==> src/verilog/axi_mem_pkg.sv <==
package axi_mem_pkg;

  // ----------------------------------------
  // Bus widths
  // ----------------------------------------

  // Byte address on AW and AR
  localparam int ADDR_WIDTH = 32;

  // AxLEN field, beats minus one
  // Only 0 to 15 used here
  localparam int LEN_WIDTH = 8;

  // ----------------------------------------
  // Response codes
  // ----------------------------------------
  localparam logic [1:0] RESP_OKAY   = 2'b00;
  localparam logic [1:0] RESP_SLVERR = 2'b10;

  // ----------------------------------------
  // Burst type codes
  // ----------------------------------------
  localparam logic [1:0] BURST_FIXED = 2'b00;
  localparam logic [1:0] BURST_INCR  = 2'b01;
  // Not supported, answered with SLVERR
  localparam logic [1:0] BURST_WRAP  = 2'b10;

  // ----------------------------------------
  // Channel state machine
  // ----------------------------------------
  typedef enum logic [2:0] {
    IDLE    = 3'd0,  // Waiting for AW or AR
    WR_DATA = 3'd1,  // Taking W beats
    WR_RESP = 3'd2,  // Holding B until bready
    RD_MEM  = 3'd3,  // One memory read per beat
    RD_DATA = 3'd4   // Holding R until rready
  } ctrl_state_t;

endpackage

==> src/verilog/axi_mem_fsm.sv <==
`timescale 1ns/1ps

module axi_mem_fsm #(
  parameter int DATA_WIDTH = 32
) (
  input  logic                    aclk,
  input  logic                    aresetn,
  // Write address channel
  input  logic                    awvalid,
  input  logic [1:0]              awburst,
  output logic                    awready,
  // Write data channel
  input  logic                    wvalid,
  input  logic                    wlast,
  input  logic [DATA_WIDTH/8-1:0] wstrb,
  output logic                    wready,
  // Write response channel
  input  logic                    bready,
  output logic                    bvalid,
  output logic [1:0]              bresp,
  // Read address channel
  input  logic                    arvalid,
  input  logic [1:0]              arburst,
  output logic                    arready,
  // Read data channel
  input  logic                    rready,
  output logic                    rvalid,
  output logic [1:0]              rresp,
  output logic                    rlast,
  output logic [DATA_WIDTH-1:0]   rdata,
  // Burst counter
  input  logic                    beat_last,
  input  logic                    beat_err,
  output logic                    cnt_load,
  output logic                    cnt_step,
  output logic                    cnt_is_read,
  // Memory port
  output logic                    mem_cs,
  output logic                    mem_we,
  output logic [DATA_WIDTH/8-1:0] mem_wstrb,
  input  logic [DATA_WIDTH-1:0]   sram_rdata
);

  import axi_mem_pkg::*;

  ctrl_state_t state;
  ctrl_state_t state_nxt;

  // Sticky error for the burst in flight
  logic err;
  logic err_nxt;

  logic aw_fire;
  logic w_fire;
  logic b_fire;
  logic ar_fire;
  logic r_fire;

  // ----------------------------------------
  // Channel handshakes
  // ----------------------------------------

  // Write has priority, so AR waits while awvalid is up
  // Both address channels stay closed while reset is applied
  assign awready = aresetn && (state == IDLE);
  assign arready = aresetn && (state == IDLE) && !awvalid;
  assign wready  = (state == WR_DATA);
  assign bvalid  = (state == WR_RESP);
  assign rvalid  = (state == RD_DATA);

  assign aw_fire = awvalid && awready;
  assign w_fire  = wvalid && wready;
  assign b_fire  = bvalid && bready;
  assign ar_fire = arvalid && arready;
  assign r_fire  = rvalid && rready;

  // ----------------------------------------
  // Counter control
  // ----------------------------------------
  assign cnt_load    = aw_fire || ar_fire;
  // Only sampled on load, and AR loads only when awvalid is low
  assign cnt_is_read = !awvalid;
  // Step on every accepted beat
  assign cnt_step    = w_fire || r_fire;

  // ----------------------------------------
  // Memory strobes
  // ----------------------------------------
  assign mem_we    = (state == WR_DATA);
  assign mem_wstrb = w_fire ? wstrb : '0;

  always_comb begin
    mem_cs = 1'b0;
    case (state)
      // Write in the W handshake cycle
      WR_DATA: mem_cs = w_fire && !beat_err && !err;
      // One read per beat, skipped on error
      RD_MEM:  mem_cs = !beat_err && !err;
      default: mem_cs = 1'b0;
    endcase
  end

  // ----------------------------------------
  // Response outputs
  // ----------------------------------------
  assign bresp = err ? RESP_SLVERR : RESP_OKAY;
  assign rresp = err ? RESP_SLVERR : RESP_OKAY;
  assign rlast = rvalid && beat_last;

  // Zero data on a failed read beat
  // sram_rdata holds until the next read, so R stays stable on a stall
  assign rdata = err ? '0 : sram_rdata;

  // ----------------------------------------
  // Next state and error
  // ----------------------------------------
  always_comb begin
    state_nxt = state;
    err_nxt   = err;
    case (state)
      IDLE: begin
        if (aw_fire) begin
          state_nxt = WR_DATA;
          err_nxt   = (awburst == BURST_WRAP);
        end else if (ar_fire) begin
          state_nxt = RD_MEM;
          err_nxt   = (arburst == BURST_WRAP);
        end
      end
      WR_DATA: begin
        if (w_fire) begin
          // Out of range, or wlast not on the counted last beat
          err_nxt = err || beat_err || (wlast != beat_last);
          if (beat_last) begin
            state_nxt = WR_RESP;
          end
        end
      end
      WR_RESP: begin
        if (b_fire) begin
          state_nxt = IDLE;
        end
      end
      RD_MEM: begin
        err_nxt   = err || beat_err;
        state_nxt = RD_DATA;
      end
      RD_DATA: begin
        if (r_fire) begin
          state_nxt = beat_last ? IDLE : RD_MEM;
        end
      end
      default: state_nxt = IDLE;
    endcase
  end

  always_ff @(posedge aclk) begin
    if (!aresetn) begin
      state <= IDLE;
      err   <= 1'b0;
    end else begin
      state <= state_nxt;
      err   <= err_nxt;
    end
  end

endmodule

==> config.mk <==
export PLATFORM = sky130hd
export DESIGN_NAME = axi_mem_fsm
export DESIGN_NICKNAME = d
export VERILOG_FILES = /design/src/verilog/axi_mem_pkg.sv /design/src/verilog/axi_mem_fsm.sv
export SDC_FILE = /design/constraint.sdc
export NUM_CORES = 1
export LEC_CHECK = 0
export ABC_CLOCK_PERIOD_IN_PS = 1500
export BUFFER_PORTS_ARGS = -buffer_cell sky130_fd_sc_hd__buf_2
export CAP_MARGIN = 30
export CORE_MARGIN = 5
export CORE_UTILIZATION = 28
export CTS_BUF_LIST = sky130_fd_sc_hd__clkbuf_16
export DETAILED_ROUTE_END_ITERATION = 12
export GPL_TIMING_DRIVEN = 1
export MAX_ROUTING_LAYER = met4
export PLACE_DENSITY = 0.81
export SYNTH_ARGS = -nofsm -noshare
export SYNTH_HDL_FRONTEND = slang
export SYNTH_SLANG_ARGS = --single-unit
==> constraint.sdc <==
create_clock -name aclk -period 1.5 [get_ports aclk]
set_input_delay 0.3 -clock aclk [delete_from_list [all_inputs] [get_ports aclk]]
set_output_delay 0.3 -clock aclk [all_outputs]
set_load 0.005 [all_outputs]
==> key figures, run 1 <==
Global routing
  • Overall Global Routing Usage: 16.6%
  • Initial antenna violation count: 0
  • Grt ovf: 0
  • Largest net degree at the start of global routing: 35
  • Vias in the first global route: 947
  • Global-route wire length before repair: 4240 µm

Timing
  • Slew Viols, Final: 0
  • Period utilization: 96.3%
  • Final setup violation count: 0
  • F_max: 692 MHz
  • Clk_skew: around 0.00081 ns
  • Fin. Hold Viols: 0
  • RSZ-0062 raised after global routing: yes
  • Min Clock Period, post-route: 1.44 ns
  • Hold_ws: 0.376 ns

Synthesis
  • Register bit count reported by yosys: 4
  • Number of synthesized flops with an enable pin: 0
  • Largest area contributor in the netlist: nor2b_1
  • Async SR Flop Fraction: 0%
  • Avg Synthesized Cell Area: 6.85 µm²
  • Synth top cells by count: nor2b_1 (33), inv_1 (6), nor2_1 (6)
  • Register area share after synthesis: 12.4%
  • Synth top area share: 32.0%
  • Synthesized area: 644 µm²
  • Syn. warnings: 0
  • Synth top area cells: nor2b_1 (32%), dfxtp_1 (12%), and3_2 (5.8%)
  • Unique cell type count in the Yosys netlist: 30
  • Mapped Cells: 94
  • Count leader, synth: nor2b_1
  • Ys flop type: dfxtp_1

Power
  • Pwr Density: 774 mW/mm²
  • LEAKAGE: 0.738 nW
  • Peak supply drop: 0.000606 V
  • Total power: 0.950 mW

Route
  • Routed wire length: 2800 µm
  • Via-per-instance ratio: 4.44
  • Vias: 969
  • DRT iter0 DRCs: slightly below 60
  • WL/cell: 12.8 µm
  • TritonRoute pass-1 iters: 3
  • ANT nets after route: 0
  • DRC errors left: 0

Clock tree
  • CTS tree: done
  • Reg clk slew, reported paths: 0.03 ns
  • CTS root buffer: clkbuf_16
  • Number of clock sinks: 4
  • Longest Clk Path Bufs: 2
  • Clk Latency, worst-skew pair: 0.23 ns
  • Total CTS buffers: 3
  • Setup bufs post-CTS: 0
  • H-tree depth: 1

Setup path
  • Crit-path slowest cell: dfxtp_2
  • Startpoint type of the worst setup path: flop
  • Cell family with most CP delay: simple AND/OR/NAND/NOR gates
  • Crit path arrival time: 1.14 ns
  • Largest stage delay on the critical path: 0.31 ns
  • CP bufs+invs: 1
  • Crit path max fanout: 7
  • Req. time, crit path: 1.20 ns
  • R2R Setup Slk: 0.40 ns
  • WS Path Type: reg2out
  • Crit path cell chain: nand2b_4 > nor2_4 > and2_1 > a21o_1 > buf_2
  • Worst setup EP type: output port

Floorplanning
  • Die Footprint: 0.00336 mm²
  • Io pins: 101
  • Die width: 58.0 µm
  • Starting Density: around 29%
  • FP Rows: 17
  • Vert. Die Dim: just under 60 µm
  • Core Region: 0.00221 mm²

Final layout
  • Diodes inserted: 0
  • FF/Latch Area: 83.8 µm²
  • Filler Cell Count: 237
  • Layout cells sized above 1: 62.6%
  • Synth-to-Final Area Change: 90.5%
  • Area of the multi-input gates: 485 µm²
  • Final-stage net count: 242

Flow run
  • Number of max-cap violations: 0

Placement
  • Gp weighted congestion: 0.808
  • PortBufs: approximately 100
  • Post-DP HPWL: 2430 µm

Status
  • Status: finished clean

Worst hold path
  • Hold Path Class: in2reg
==> repair_timing <==
item	in CTS	in global routing
endpoints found under the setup margin	1	6
resized for setup	1	3
hold buffers	0	0
==> final timing paths <==
| check | start | end | depth (start not counted) |
|---|---|---|---|
| setup / recovery | state[2] | cnt_step | 5 |
| hold / removal | aresetn | err | 3 |
| setup reg to reg | state[2] | state[1] | 4 |
| hold reg to reg | err | err | 2 |
==> where the power goes <==
group / internal, mW / switching [mW] / total [mW] / leakage, nW
clock network: 0.341 / 0.0794 / 0.420 / 0.0370
registers: 0.118 / 0.0135 / 0.131 / 0.0340
logic: 0.217 / 0.182 / 0.399 / 0.667
total: 0.676 / 0.275 / 0.950 / 0.738
==> cells by family after synthesis <==
logic type                synth area share (%)
xor gates and xnor gates                  1.36
AOI/OAI and AO/OA                         14.8
buffers and inverters                     12.8
other                                    0.582
DFF                                       12.4
and+or+nand+nor                           58.1
==> layout make-up <==
type / instances / share of cell area, %
clock buffers: 3 / 6.12
inverters: 6 / 1.83
multi-input cells: 76 / 39.6
flip-flops and latches: 4 / 6.83
well taps: 28 / 2.85
repair buffers: 101 / 42.8
==> through the flow <==
stage / util [%] / std cells / TNS [ns] / setup slack [ns] / cell area [µm²]
2_1_floorplan: - / 95 / 0 / 0.253 / 648
5_1_grt: 55.5 / 218 / -0.00473 / -0.00473 / 1230
4_1_cts: 55.4 / 218 / 0 / 0.0269 / 1220
6_report: 55.5 / 218 / 0 / 0.0552 / 1230
3_3_place_gp: 51.9 / 215 / 0 / 0.252 / 1150
3_5_place_dp: 51.9 / 215 / 0 / 0.223 / 1150
==> layout by cell type (no fill, tap or decap) <==
master     instances
nand2b_1           2
nand2_1            3
and2_1             2
a21oi_1            2
nor4_1             1
a31oi_1            2
and3_2             5
a32o_1             1
o31ai_1            2
nor3_2             1
inv_1              5
o21ai_0            2
dfxtp_1            1
a21bo_2            1
xnor2_1            1
nor2_4             1
dfxtp_2            3
a21o_1             1
buf_2             98
nor3b_1            1
conb_1             2
nand3_2            1
o22ai_1            2
inv_2              1
buf_4              2
and3_1             1
clkbuf_16          3
nand2b_4           1
buf_12             1
nor2_2             1
nor2_1             6
o21bai_1           1
nor2b_1           33
==> layer usage <==
layer	share of wire, %	global-route usage (%)	wire [µm]	vias up
met5	0	-	0	-
met4	2.9	9.93	82	0
met3	13	5.35	368	8
met2	51	29.7	1440	62
met1	32	15.3	908	407
li1	-	-	-	492
==> registers in the layout (all words and copies together) (netlist names) <==
signal  flops
state       3
err         1
==> worst reg2reg max path, stage by stage (launching register included) <==
cell and delay (ns):
dfxtp_2 0.31, buf_4 0.15, a31oi_1 0.19, o22ai_1 0.12, a32o_1 0.21
Power figures use the tool's default switching activity.
==> inputs of run 2 (changes only) <==
Settings changed: GPL_TIMING_DRIVEN 1 to 0, SLEW_MARGIN set to 5.
==> run 2 against run 1 <==
Die area stayed put. Fmax decreased by 3.0%. Core utilization grew 4.0 points. Combinational power rose by 9.5%. Worst setup slack got worse by 0.045 ns. Flip-flop and latch count unchanged. Non-clock buffer count grew 10. Critical path depth down 1. Routed wire length grew 3.6%. Cell count increased by 4.6%. Total power is 5.0% higher. Highest routed layer unchanged.
==> key figures, run 2 (same netlist as run 1, synthesis figures left out) <==
Status
  • Status: finished clean

Timing
  • Min Clock Period, post-route: about 1.5 ns
  • Final setup violation count: 0
  • Fin. Hold Viols: 0
  • Setup TNS: 0 ns
  • Clk_skew: 0.00121 ns
  • Worst Setup Slack, final: 0.0103 ns
  • Period utilization: 99.3%
  • RSZ-0062 raised after global routing: yes
  • Slew Viols, Final: 0
  • F_max: around 670 MHz

Clock tree
  • CTS tree: done
  • Clk Latency, worst-skew pair: about 0.23 ns
  • CTS root buffer: clkbuf_16
  • Longest Clk Path Bufs: 2
  • Reg clk slew, reported paths: 0.03 ns
  • H-tree depth: 1
  • Total CTS buffers: 3
  • Number of clock sinks: 4
  • CTS Hold Bufs: 0

Global routing
  • Grt ovf: 0
  • Initial antenna violation count: 0
  • Largest net degree at the start of global routing: 11
  • Global-route wire length before repair: 4240 µm
  • Overall Global Routing Usage: 16.5%
  • Vias in the first global route: around 920

Power
  • Combinational power share: 43.7%
  • LEAKAGE: between 0.7 and 0.8 nW
  • Pwr Density: ~760 mW/mm²
  • Switching power total: 0.294 mW
  • Clock power frac: 42.4%
  • Internal power: 0.705 mW
  • Register share of total power: 13.8%
  • Total power: 0.998 mW
  • Sw Share: 29.4%
  • Peak supply drop: approximately 0.00040 V

Final layout
  • Commonest non-fill, non-tap cell in the layout: buf_2
  • FF/Latch Area: 87.6 µm²
  • Diodes inserted: 0
  • Synth-to-Final Area Change: 104%
  • Area of the multi-input gates: 500 µm²
  • Non-Filler Instances: 228
  • Max reg flops: 3
  • Layout cells sized above 1: 65.5%
  • Most frequent cells in the layout: buf_2 (97), nor2b_1 (33), buf_4 (10)
  • Filler Cell Count: ~220
  • Final-stage net count: 252
  • Most flops, register: state
  • Biggest registers after layout: state (3), err (1)

Placement
  • Post-DP HPWL: 2450 µm
  • Dpl cells: 221
  • PortBufs: 98
  • Gp weighted congestion: between 0.8 and 0.9
  • Place WS: 0.0670 ns

Route
  • Vias: roughly 1000
  • ANT nets after route: 0
  • Routed wire length: a little under 3000 µm
  • DRC errors left: 0
  • Via-per-instance ratio: 4.45
  • WL/cell: 12.7 µm
  • TritonRoute pass-1 iters: 4
  • DRT iter0 DRCs: 42

Setup path
  • Req. time, crit path: between 1 and 1.5 ns
  • Crit path arrival time: 1.19 ns
  • WS Path Type: reg2out
  • Worst setup EP type: output port
  • Crit path max fanout: 4
  • Startpoint type of the worst setup path: flop

Flow run
  • Number of max-cap violations: 0

Floorplanning
  • Vert. Die Dim: 58.0 µm
  • Die width: 58.0 µm
  • Io pins: just over 100
  • Starting Density: 29.1%
  • FP Rows: 17
  • Die Footprint: 0.00336 mm²
  • Core Region: 0.00221 mm²

Worst hold path
  • Hold Path Class: in2reg
run 2: worst max-delay path: stages, from the launching register on:
cell,delay [ns]
dfxtp_4,0.33
nand2b_4,0.16
buf_4,0.14
nor4_2,0.18
buf_2,0.15
run 2: routing by layer:
| layer | up-vias | track usage (%) | routed length [µm] |
|---|---|---|---|
| met3 | 6 | 3.79 | 345 |
| met1 | 438 | 16.9 | 1030 |
| met4 | 0 | 8.28 | 60 |
| met2 | 58 | 29.4 | 1460 |
| met5 | - | - | 0 |
| li1 | 512 | - | - |
run 2: area by class of cell:
cell class / count / share of cell area, %
timing repair buffer: 103 / 40.6
clock buffer: 3 / 5.70
tap: 28 / 2.66
inverter: 6 / 1.71
multi-input combinational: 76 / 38.0
buffer: 8 / 4.66
sequential: 4 / 6.65
run 2: worst paths after layout:
| check | start | end | slack, ns | depth (start not counted) |
|---|---|---|---|---|
| setup / recovery | state[2] | mem_cs | 0.01 | 4 |
| hold / removal | aresetn | err | 0.38 | 3 |
| setup reg to reg | state[0] | err | 0.36 | 5 |
| hold reg to reg | state[0] | state[2] | 0.72 | 3 |
run 2: through the flow:
| step | util (%) | hold WS [ns] | instance area (µm²) |
|---|---|---|---|
| floorplan | - | 0.422 | 648 |
| global placement | 53.1 | 0.610 | 1170 |
| detailed placement | 53.1 | 0.606 | 1170 |
| CTS | 58.4 | 0.376 | 1290 |
| global route | 59.5 | 0.395 | 1320 |
| finish | 59.5 | 0.376 | 1320 |
run 2: timing repair:
| action | in CTS | in global routing |
|---|---|---|
| gates resized for setup | 10 | 5 |
| endpoints found under the hold margin | 0 | 0 |
| buffers inserted | 3 | 2 |
| setup endpoints to repair | 35 | 8 |
| pin swaps | 2 | 2 |
run 2: power groups by stage:
stage	Combinational [mW]	Clock [mW]	Sequential (mW)
after CTS	0.437	0.425	0.132
after global placement	0.407	0	0.133
after floorplan	0.207	0	0.130
final	0.437	0.424	0.138
after detailed placement	0.414	0	0.133
after global routing	0.487	0.436	0.140
