File: config.mk
export PLATFORM = sky130hd
export DESIGN_NAME = axi_burst_counter
export DESIGN_NICKNAME = d
export VERILOG_FILES = /design/src/verilog/axi_mem_pkg.sv /design/src/verilog/axi_burst_counter.sv
export SDC_FILE = /design/constraint.sdc
export NUM_CORES = 1
export LEC_CHECK = 0
export ABC_AREA = 1
export BUFFER_PORTS_ARGS = -buffer_cell sky130_fd_sc_hd__buf_2
export CORE_MARGIN = 4
export CORE_UTILIZATION = 25
export DETAILED_ROUTE_END_ITERATION = 10
export HOLD_SLACK_MARGIN = 0.03
export SLEW_MARGIN = 20
export SYNTH_ARGS = -nofsm -noshare
export SYNTH_HDL_FRONTEND = slang
export SYNTH_SLANG_ARGS = --single-unit
File: constraint.sdc
create_clock -name aclk -period 1.7 [get_ports aclk]
set_input_delay 0.17 -clock aclk [delete_from_list [all_inputs] [get_ports aclk]]
set_output_delay 0.17 -clock aclk [all_outputs]
set_load 0.005 [all_outputs]
File: src/verilog/axi_mem_pkg.sv
package axi_mem_pkg;

  // ----------------------------------------
  // Bus widths
  // ----------------------------------------

  // Byte address on AW and AR
  localparam int ADDR_WIDTH = 32;

  // AxLEN field, beats minus one
  // Only 0 to 15 used here
  localparam int LEN_WIDTH = 8;

  // ----------------------------------------
  // Response codes
  // ----------------------------------------
  localparam logic [1:0] RESP_OKAY   = 2'b00;
  localparam logic [1:0] RESP_SLVERR = 2'b10;

  // ----------------------------------------
  // Burst type codes
  // ----------------------------------------
  localparam logic [1:0] BURST_FIXED = 2'b00;
  localparam logic [1:0] BURST_INCR  = 2'b01;
  // Not supported, answered with SLVERR
  localparam logic [1:0] BURST_WRAP  = 2'b10;

  // ----------------------------------------
  // Channel state machine
  // ----------------------------------------
  typedef enum logic [2:0] {
    IDLE    = 3'd0,  // Waiting for AW or AR
    WR_DATA = 3'd1,  // Taking W beats
    WR_RESP = 3'd2,  // Holding B until bready
    RD_MEM  = 3'd3,  // One memory read per beat
    RD_DATA = 3'd4   // Holding R until rready
  } ctrl_state_t;

endpackage

File: src/verilog/axi_burst_counter.sv
`timescale 1ns/1ps

module axi_burst_counter #(
  parameter int DEPTH      = 1024,
  parameter int DATA_WIDTH = 32
) (
  input  logic                               aclk,
  input  logic                               aresetn,
  // Control from the state machine
  input  logic                               load,
  input  logic                               step,
  input  logic                               is_read,
  // Write request
  input  logic [axi_mem_pkg::ADDR_WIDTH-1:0] awaddr,
  input  logic [axi_mem_pkg::LEN_WIDTH-1:0]  awlen,
  input  logic [1:0]                         awburst,
  // Read request
  input  logic [axi_mem_pkg::ADDR_WIDTH-1:0] araddr,
  input  logic [axi_mem_pkg::LEN_WIDTH-1:0]  arlen,
  input  logic [1:0]                         arburst,
  // Current beat
  output logic [$clog2(DEPTH)-1:0]           word_addr,
  output logic                               beat_last,
  output logic                               beat_err
);

  import axi_mem_pkg::*;

  // Byte offset bits within one word
  localparam int BYTE_BITS = $clog2(DATA_WIDTH / 8);
  // Word index bits of the byte address
  localparam int IDX_W     = ADDR_WIDTH - BYTE_BITS;
  localparam logic [IDX_W-1:0]      DEPTH_IDX = IDX_W'(DEPTH);
  localparam logic [ADDR_WIDTH-1:0] WORD_STEP = ADDR_WIDTH'(DATA_WIDTH / 8);

  logic [ADDR_WIDTH-1:0] addr_q;
  logic [LEN_WIDTH-1:0]  remain_q;
  logic [1:0]            burst_q;
  logic [IDX_W-1:0]      word_idx;

  // ----------------------------------------
  // Beat address and flags
  // ----------------------------------------
  assign word_idx  = addr_q[ADDR_WIDTH-1:BYTE_BITS];
  assign word_addr = word_idx[$clog2(DEPTH)-1:0];
  // Range check against the memory size
  assign beat_err  = (word_idx >= DEPTH_IDX);
  assign beat_last = (remain_q == '0);

  // ----------------------------------------
  // Load and advance
  // ----------------------------------------
  always_ff @(posedge aclk) begin
    if (!aresetn) begin
      addr_q   <= '0;
      remain_q <= '0;
      burst_q  <= BURST_FIXED;
    end else if (load) begin
      addr_q   <= is_read ? araddr  : awaddr;
      remain_q <= is_read ? arlen   : awlen;
      burst_q  <= is_read ? arburst : awburst;
    end else if (step) begin
      case (burst_q)
        // Same word every beat
        BURST_FIXED: addr_q <= addr_q;
        BURST_INCR:  addr_q <= addr_q + WORD_STEP;
        // WRAP is rejected upstream, walk it like INCR
        default:     addr_q <= addr_q + WORD_STEP;
      endcase
      if (remain_q != '0) begin
        remain_q <= remain_q - 1'b1;
      end
    end
  end

endmodule

==> flow_summary.toml, run 1 <==
[outcome]
status = "finished, final reports clean"

[cells_and_area]
final_nets = 751
drive_above_1_share = 0.218
stdcell_area_sq_um = 4110
antenna_cells = 0
area_growth_syn_to_layout_pct = 24.5
finalNonFillerCells = 832
n_fill_cell = 1437

[cts]
cts_tree = "yes"
h-tree-depth = 2
clk_pin_slew_ps = 60
cts_sinks = 40
cts-root-buf = "clkbuf_16"
hold_buffers = 0
insertion_delay_ps = 290
cts-buffers-inserted = 5
cts_buffer_depth = 2

[timing]
fmax_mhz = 643
whs_ps = 200
setup_ws_ps = 145
slew-limit-headroom = 0.744
tns_ps = 0
setup_viol = 0
clock_skew_ps = 8.30
tightest_slew_ps = 383
final_hold_viol_count = 0
min_period_ps = 1560
slew_violations = 0
period_share = 0.915
rsz0062_at_grt = "no"

[route]
wl_per_cell_microns = 12.5
vias = 3784
dr.pass1.iters = 5
routed_wl_microns = 10400
drtIter0Drc = 258
drc = 0
via_per_inst = 4.55
antenna_left = 0

[power]
pwr-share-clk = 0.372
p_int_uw = 2020
leakagePower_uw = 0.00182
p_switching_uw = 910
p_sw_frac = 0.310
power.density_nw_per_um2 = 713
p_comb_frac = 0.242
peakVddDrop_uv = 348
p_seq_frac = 0.386

[synth]
synth-edff-count = 0
synthArstFlopShare = 0
syn_area_sq_um = 3300
ys_types = 29
synthFlopType = "dfxtp_1"
synth_warnings = 0
syn_inst = 579
syn_nets = 671
yosysTopAreaCell = "dfxtp_1"
synth-seq-cells = 40
synth_top_area_frac = 0.243
seq_area_frac_synth = 0.243
yosys-top-cells-area = "dfxtp_1 (24%), nand2_1 (14%), nor2_1 (13%)"
avgSynthCellArea_sq_um = 5.70

[critical_path]
crit_type = "register to output pin"
cp_slowest_cell = "nor4_1"
r2r-start = "remain_q[0]"
r2r-end = "remain_q[5]"
cp_num_buf_inv = 1
path_cells = "nor4_1 > nand4_1 > buf_2"
crit_path_end_kind = "output pin"
critical_path_arrival_ps = 1390
cp_top_family = "simple AND/OR/NAND/NOR gates"
required_ps = 1530
startpoint_type = "register"
rr_worst_depth = 8
slowest_delay_ps = 370
path_max_fanout = 5
r2r_slack_ps = 190

[hold_path]
holdPathEnd = "addr_q[4]"
hp-start = "awaddr[4]"
whs_path_depth = 3
hp-class = "input pin to register"

[placed_design]
hpwl_microns = 7830
place_ws_ps = 174
place_congestion = 0.897
numPortBuffers = 96
postPlaceCellArea_sq_um = 3940
placed_cells = 824

[die]
die-area_sq_um = 15100
fp.dieW_microns = 123
fp.dieH_microns = 123
initial_core_util = 0.258
core_area_sq_um = 12800
io_pins = 101
rows = 41

[global_route]
grt_max_degree = 42
overflow = 0
grt_use_total = 0.139
grt_pass1_wl_microns = 16700
antenna_found_initial = 0
grt_pass1_vias = 3444

[flow_run]
drv_cap = 0
[final cells by class]
cell class / count / area [sq um] / share of cell area
Clock buffer: 5 / 125 / 0.0304
Clock inverter: 3 / 42.5 / 0.0103
Inverter: 47 / 176 / 0.0429
Multi-Input combinational cell: 454 / 2120 / 0.516
Sequential cell: 40 / 801 / 0.195
Tap cell: 172 / 215 / 0.0523
Timing Repair Buffer: 111 / 631 / 0.153
[Yosys cell counts, types with 2 or more instances]
cell	number
a21oi_1	42
a21oi_2	2
a31oi_1	3
and2_1	2
buf_2	12
buf_4	11
clkbuf_1	14
dfxtp_1	40
ha_1	3
inv_1	45
inv_2	2
nand2_1	124
nand2_2	5
nand3_1	53
nand3_2	2
nand4_1	4
nor2_1	116
nor2_4	9
nor4_1	3
o211ai_1	2
o21ai_0	77
[worst max path at each step]
| stage | start | endpoint | cells past startpoint |
|---|---|---|---|
| after floorplan | addr_q[3] | addr_q[18] | 8 |
| after global placement | remain_q[0] | remain_q[7] | 8 |
| after detailed placement | remain_q[0] | remain_q[5] | 8 |
| after CTS | addr_q[12] | beat_err | 3 |
| after global routing | remain_q[0] | remain_q[2] | 8 |
| final | addr_q[12] | beat_err | 3 |
[through the flow]
stage | total power [uW] | utilization
2_1_floorplan | 1600 | -
3_3_place_gp | 1860 | 0.309
6_report | 2930 | 0.322
5_1_grt | 3110 | 0.322
3_5_place_dp | 1860 | 0.309
4_1_cts | 2960 | 0.322
[what timing repair did]
item | 4_1_cts | 5_1_grt
setup buffers | 0 | 0
resized for setup | 0 | 1
setup endpoints to repair | 0 | 2
[metal layers]
layer  global-route usage  share of wire  up-vias
met5                    0              0        -
met3               0.0224          0.054       12
met1                0.187           0.47     1642
met2                0.227           0.45       95
met4               0.0427          0.022        0
li1                     -              -     2035
[power groups by stage]
stage,clock [uW],sequential [uW],combinational [uW]
2_1_floorplan,0,1120,478
3_3_place_gp,0,1150,710
3_5_place_dp,0,1150,714
4_1_cts,1110,1130,717
5_1_grt,1150,1140,818
6_report,1090,1130,709
[state kept, by name, summed over array words and instances, names as in the netlist]
signal,cells
remain_q,8
addr_q,30
burst_q,2
[worst min-delay path, stage by stage]
cell and delay [ps]:
buf_2 70, o21ai_0 60, a31oi_1 150
[cell families after synthesis]
logic type               after synthesis  share of synthesized area
XOR/XNOR                               2                    0.00531
AND/OR/NAND/NOR                      321                      0.424
adder cells (fa/ha/maj)                3                     0.0114
buffers and inverters                 85                      0.116
AO/OA/AOI/OAI                        128                      0.201
flip-flops                            40                      0.243
[placed cells by master, fill, tap and decap left out, drive strengths merged]
master	synthesis	final
nand2	130	130
nor2	126	126
buf	24	111
o21ai	78	78
nand3	55	55
inv	47	47
a21oi	44	44
dfxtp	40	40
clkbuf	14	5
nand4	4	4
nor4	3	3
a31oi	3	3
ha	3	3
o211ai	2	2
and2	2	2
o22a	1	1
xor2	1	1
or2	1	1
xnor2	1	1
bufinv	0	1
clkinv	0	1
clkinvlp	0	1
(Power assumes the default switching activity.)
==> inputs of run 2 (changes only) <==
--- a/config.mk
+++ b/config.mk
@@ -11,6 +11,8 @@
 export CORE_UTILIZATION = 25
 export DETAILED_ROUTE_END_ITERATION = 10
 export HOLD_SLACK_MARGIN = 0.03
+export RECOVER_POWER = 50
+export REMOVE_ABC_BUFFERS = 1
 export SLEW_MARGIN = 20
 export SYNTH_ARGS = -nofsm -noshare
 export SYNTH_HDL_FRONTEND = slang
==> run 2 against run 1 <==
  * Utilization decreased by 0.13 points
  * Power down 0.31%
  * Via count shrank 1.0%
  * Largest power group unchanged
  * Cell area is 0.40% lower
  * Non-clock buffer count up 3
  * First-iteration DRC count decreased by 30%
  * Highest routed layer unchanged
  * Routed wire length down 0.96%
  * Cell count grew 0.36%
==> flow_summary.toml, run 2 (synthesis gave the netlist of run 1 again) <==
[outcome]
status = "finished, final reports clean"

[timing]
rsz0062_at_grt = "no"
slew-limit-headroom = 0.302
final_hold_viol_count = 0
fmax_mhz = 678
slew_violations = 0
min_period_ps = 1470
clock_skew_ps = 3.02
period_share = 0.867
setup_viol = 0
tightest_slew_ps = 1050

[cells_and_area]
largest_register = "addr_q"
multiInputGateArea_sq_um = 2110
drive_above_1_share = 0.204
stdcell_area_sq_um = 4100
largest_register_ffs = 30
area_growth_syn_to_layout_pct = 24.0
final_nets = 754
fin_util = 0.321
seqCellArea_sq_um = 801
final_cell_mix = "nand2_1 (124), nor2_1 (116), buf_2 (87), o21ai_0 (77), nand3_1 (53)"
antenna_cells = 0
n_fill_cell = 1476
layout_commonest_cell = "nand2_1"
largestRegisters = "addr_q x30, remain_q x8, burst_q x2"

[route]
dr.pass1.iters = 4
drtIter0Drc = 181
via_per_inst = 4.49
routed_wl_microns = 10300
drc = 0
wl_per_cell_microns = 12.4
antenna_left = 0
vias = 3746

[die]
fp.dieH_microns = 123
rows = 41
core_area_sq_um = 12800
die-area_sq_um = 15100
fp.dieW_microns = 123
io_pins = 101
initial_core_util = 0.258

[power]
finalPower_uw = 2920
power.density_nw_per_um2 = 714
leakagePower_uw = 0.00180
peakVddDrop_uv = 357

[critical_path]
crit_type = "register to register"
crit_path_end_kind = "register"
path_max_fanout = 6
slowest_delay_ps = 330
rr_worst_depth = 8
r2r_slack_ps = 230
path_cells = "ha_1 > nand2_2 > nor2_4 > nand2_4 > nor2_4 > nand3_1 > a21oi_1 > nor2_1"
r2r-end = "addr_q[18]"
r2r-start = "addr_q[2]"
required_ps = 1880
startpoint_type = "register"
critPathLaunch = "addr_q[2]"
cp_slowest_cell = "dfxtp_1"
crit_top_cell = "nor2_4"
critical_path_arrival_ps = 1650

[cts]
post_cts_buffers = 0
clk_pin_slew_ps = 60
hold_buffers = 0
h-tree-depth = 2
cts-root-buf = "clkbuf_16"
cts_tree = "yes"
cts-buffers-inserted = 5
cts_buffer_depth = 2
cts_sinks = 40
cts-resized-gates = 0
insertion_delay_ps = 280

[hold_path]
hp-start = "awaddr[4]"
whs_path_depth = 3
holdPathEnd = "addr_q[4]"
hp-class = "input pin to register"

[global_route]
grt_max_degree = 44
grt_pass1_wl_microns = 16800
antenna_found_initial = 0
grt_use_total = 0.139
overflow = 0
grt_pass1_vias = 3421

[placed_design]
numPortBuffers = 96
postPlaceCellArea_sq_um = 3950
hpwl_microns = 7960
place_congestion = 0.905

[flow_run]
drv_cap = 0
-- run 2: cell types whose count changed in the layout (fill, tap and decap cells not counted), sizes merged --
| cell | change |
|---|---|
| buf | -9 |
| clkbuf | +12 |
-- run 2: metal layers --
layer,global-route usage,vias up,wire length [microns]
met5,0,-,0
met3,0.0238,8,397
met2,0.231,62,4810
met4,0.0350,0,124
met1,0.186,1639,5010
li1,-,2037,-
-- run 2: area by class of cell --
class	instances	share of cell area
flip-flops and latches	40	0.196
repair buffers	114	0.152
clock inverters	3	0.0104
well taps	172	0.0526
multi-input cells	454	0.516
inverters	47	0.0431
clock buffers	5	0.0306
-- run 2: critical path: cells and delay by family, from the launching register on --
kind	cells	cell delay (ps)
adders and majority gates	1	200
and+or+nand+nor	6	710
AOI/OAI and AO/OA	1	130
DFF	1	330
-- run 2: worst max path at each step --
stage                  to  slack [ps]  cells past startpoint
3_5_place_dp   addr_q[18]         230                      8
3_3_place_gp   addr_q[18]         250                      8
2_1_floorplan  addr_q[15]         -80                      6
6_report       addr_q[18]         230                      8
4_1_cts        addr_q[18]         210                      8
5_1_grt        addr_q[22]          20                      5
-- run 2: power by group --
group          switching (uW)  internal (uW)  total, uW  leakage, uW
clock network             400            690       1090    0.0000798
logic                     404            297        701      0.00138
registers                 103           1030       1130     0.000332
-- run 2: per-stage QoR --
stage | setup WS (ps) | TNS, ps | cells | hold slack (ps)
CTS | 214 | 0 | 835 | 198
finish | 226 | 0 | 835 | 205
global placement | 251 | 0 | 827 | 489
floorplan | -83.0 | -83.0 | 541 | 290
global route | 18.5 | 0 | 835 | 237
detailed placement | 230 | 0 | 827 | 502
==> inputs of run 3 (changes only) <==
--- a/config.mk
+++ b/config.mk
@@ -5,7 +5,6 @@
 export SDC_FILE = /design/constraint.sdc
 export NUM_CORES = 1
 export LEC_CHECK = 0
-export ABC_AREA = 1
 export BUFFER_PORTS_ARGS = -buffer_cell sky130_fd_sc_hd__buf_2
 export CORE_MARGIN = 4
 export CORE_UTILIZATION = 25
==> run 3 against run 2 <==
  * Utilization is 2.7 points higher
  * Highest routed layer unchanged
  * The run now ends with negative setup slack left
  * Cell area decreased by 12%
  * Critical path type is now register to output pin
  * Largest power group unchanged
  * Cell count shrank 33%
  * Worst setup slack lost 230 ps
  * Critical endpoint is now beat_last
==> flow_summary.toml, run 3 <==
[critical_path]
path_max_fanout = 4
cp_slowest_cell = "or3_4"
required_ps = 1530
critical_path_arrival_ps = 1530
path_cells = "or3_4 > and4bb_2 > buf_4 > buf_2"
rr_worst_depth = 6
cp_num_buf_inv = 2
startpoint_type = "register"
cp_top_family = "simple AND/OR/NAND/NOR gates"
critical_path_cell_count = 4
slowest_delay_ps = 370
crit_type = "register to output pin"
crit_path_end_kind = "output pin"

[route]
via_per_inst = 4.67
drtIter0Drc = 87
antenna_left = 0
dr.pass1.iters = 4
drc = 0
vias = 2622
routed_wl_microns = 7460
wl_per_cell_microns = 13.3

[cts]
cts_sinks = 40
clk_pin_slew_ps = 80
hold_buffers = 0
h-tree-depth = 2
cts_tree = "yes"
cts-buffers-inserted = 5
cts_buffer_depth = 2
insertion_delay_ps = 300
cts-root-buf = "clkbuf_8"

[synth]
syn_area_sq_um = 2700
synthFlopType = "dfxtp_1"
seq_area_frac_synth = 0.297
ys_types = 45
synth-seq-cells = 40
syn_inst = 316
avgSynthCellArea_sq_um = 8.54
yosys-top-cells-area = "dfxtp_1 (30%), mux2_2 (8.8%), mux2i_1 (8.2%)"
synthArstFlopShare = 0
yosysTopAreaCell = "dfxtp_1"
synth_top_area_frac = 0.297
synth-edff-count = 0
yosysMostFrequentCell = "dfxtp_1"
synth_warnings = 0
synth_common_cells = "dfxtp_1 (40), nand2_1 (30), a21oi_1 (25)"

[power]
power.density_nw_per_um2 = 703
p_int_uw = 1850
p_sw_frac = 0.272
p_seq_frac = 0.424
peakVddDrop_uv = 272
leakagePower_uw = 0.00165
pwr-share-clk = 0.342
p_comb_frac = 0.234
p_switching_uw = 692

[die]
die-area_sq_um = 12500
initial_core_util = 0.259
core_area_sq_um = 10400
fp.dieW_microns = 112
io_pins = 101
fp.dieH_microns = 112
rows = 37

[timing]
period_share = 1.00
final_hold_viol_count = 0
slew_violations = 0
rsz0062_at_grt = "yes"
tns_ps = -2.58
setup_viol = 1
slew-limit-headroom = 0.228
min_period_ps = 1700
clock_skew_ps = 12.6
tightest_slew_ps = 1160
fmax_mhz = 587
setup_ws_ps = -2.58

[placed_design]
numPortBuffers = 96
hpwl_microns = 5670
postPlaceCellArea_sq_um = 3480
place_ws_ps = -0.939
place_congestion = 0.792

[cells_and_area]
largest_register_ffs = 30
final_cell_mix = "buf_2 (94), dfxtp_1 (36), nand2_1 (30), a21oi_1 (25)"
largestRegisters = "addr_q x30, remain_q x8, burst_q x2"
stdcell_area_sq_um = 3620
multiInputGateArea_sq_um = 1770
seqCellArea_sq_um = 806
n_fill_cell = 1098
largest_register = "addr_q"
drive_above_1_share = 0.391
antenna_cells = 0
final_nets = 516
area_growth_syn_to_layout_pct = 34.1
layout_commonest_cell = "buf_2"

[global_route]
antenna_found_initial = 0
overflow = 0
grt_use_total = 0.120
grt_max_degree = 45
grt_pass1_vias = 2758
grt_pass1_wl_microns = 12700

[hold_path]
hp-class = "input pin to register"
whs_path_depth = 3

[outcome]
violations = "negative setup slack"
status = "finished, violations left"

[flow_run]
drv_cap = 0
[run 3: changes by cell type in the layout (fill, tap and decap cells not counted), sizes merged, moves of 22 or more]
cell,change
nand2,-100
inv,-41
nor2,-118
nand3,-39
mux2i,+22
o21ai,-56
[run 3: kinds of logic (layout without fill, tap and decap cells)]
family | after synthesis | after routing | synth area share
AOI/OAI and AO/OA | 73 | 73 | 0.174
muxes | 43 | 43 | 0.169
and+or+nand+nor | 95 | 95 | 0.194
adders and majority gates | 3 | 3 | 0.0139
DFF | 40 | 40 | 0.297
buffers and inverters | 35 | 144 | 0.0640
xor gates and xnor gates | 27 | 27 | 0.0876
[run 3: path summary, 6_finish.rpt]
kind	slack, ps	end	from
worst min register to register	520	burst_q[0]	burst_q[0]
worst max register to register	30	remain_q[7]	remain_q[3]
worst min-delay path	190	addr_q[25]	awaddr[25]
worst max-delay path	-3	beat_last	remain_q[3]
[run 3: through the flow]
stage | total power, uW | hold WS, ps | cells | util
6_report | 2550 | 191 | 561 | 0.347
5_1_grt | 2700 | 232 | 561 | 0.347
4_1_cts | 2580 | 204 | 560 | 0.348
3_5_place_dp | 1700 | 502 | 551 | 0.334
3_3_place_gp | 1680 | 492 | 551 | 0.334
2_1_floorplan | 1380 | 286 | 288 | -
[run 3: per-layer routing]
metal | vias to the layer above | GRT usage | share of wire
li1 | 1358 | - | -
met1 | 1195 | 0.152 | 0.46
met2 | 63 | 0.205 | 0.48
met3 | 6 | 0.0250 | 0.052
met4 | 0 | 0.0324 | 0.0082
met5 | - | 0 | 0
[run 3: power groups by stage]
stage	logic [uW]	registers [uW]	clock network, uW
2_1_floorplan	278	1110	0
3_3_place_gp	588	1100	0
3_5_place_dp	599	1100	0
4_1_cts	610	1080	891
5_1_grt	672	1090	937
6_report	595	1080	871
[run 3: tightest hold or removal path: cells and delay by family]
kind	cells	cell delay (ps)
compound gates	1	120
buf+inv	1	80
mux	1	80
[run 3: area by class of cell]
type                            count  area share
Clock buffer                        7      0.0266
Sequential cell                    40       0.223
Clock inverter                      1     0.00830
Multi-Input combinational cell    241       0.490
Timing Repair Buffer              129       0.198
Tap cell                          136      0.0470
Inverter                            7     0.00726
[run 3: repair_timing]
action / in CTS / in global routing
gates resized for setup: 3 / 8
pin swaps: 2 / 4
hold endpoints to repair: 0 / 0
setup buffers: 1 / 1
setup endpoints to repair: 3 / 6
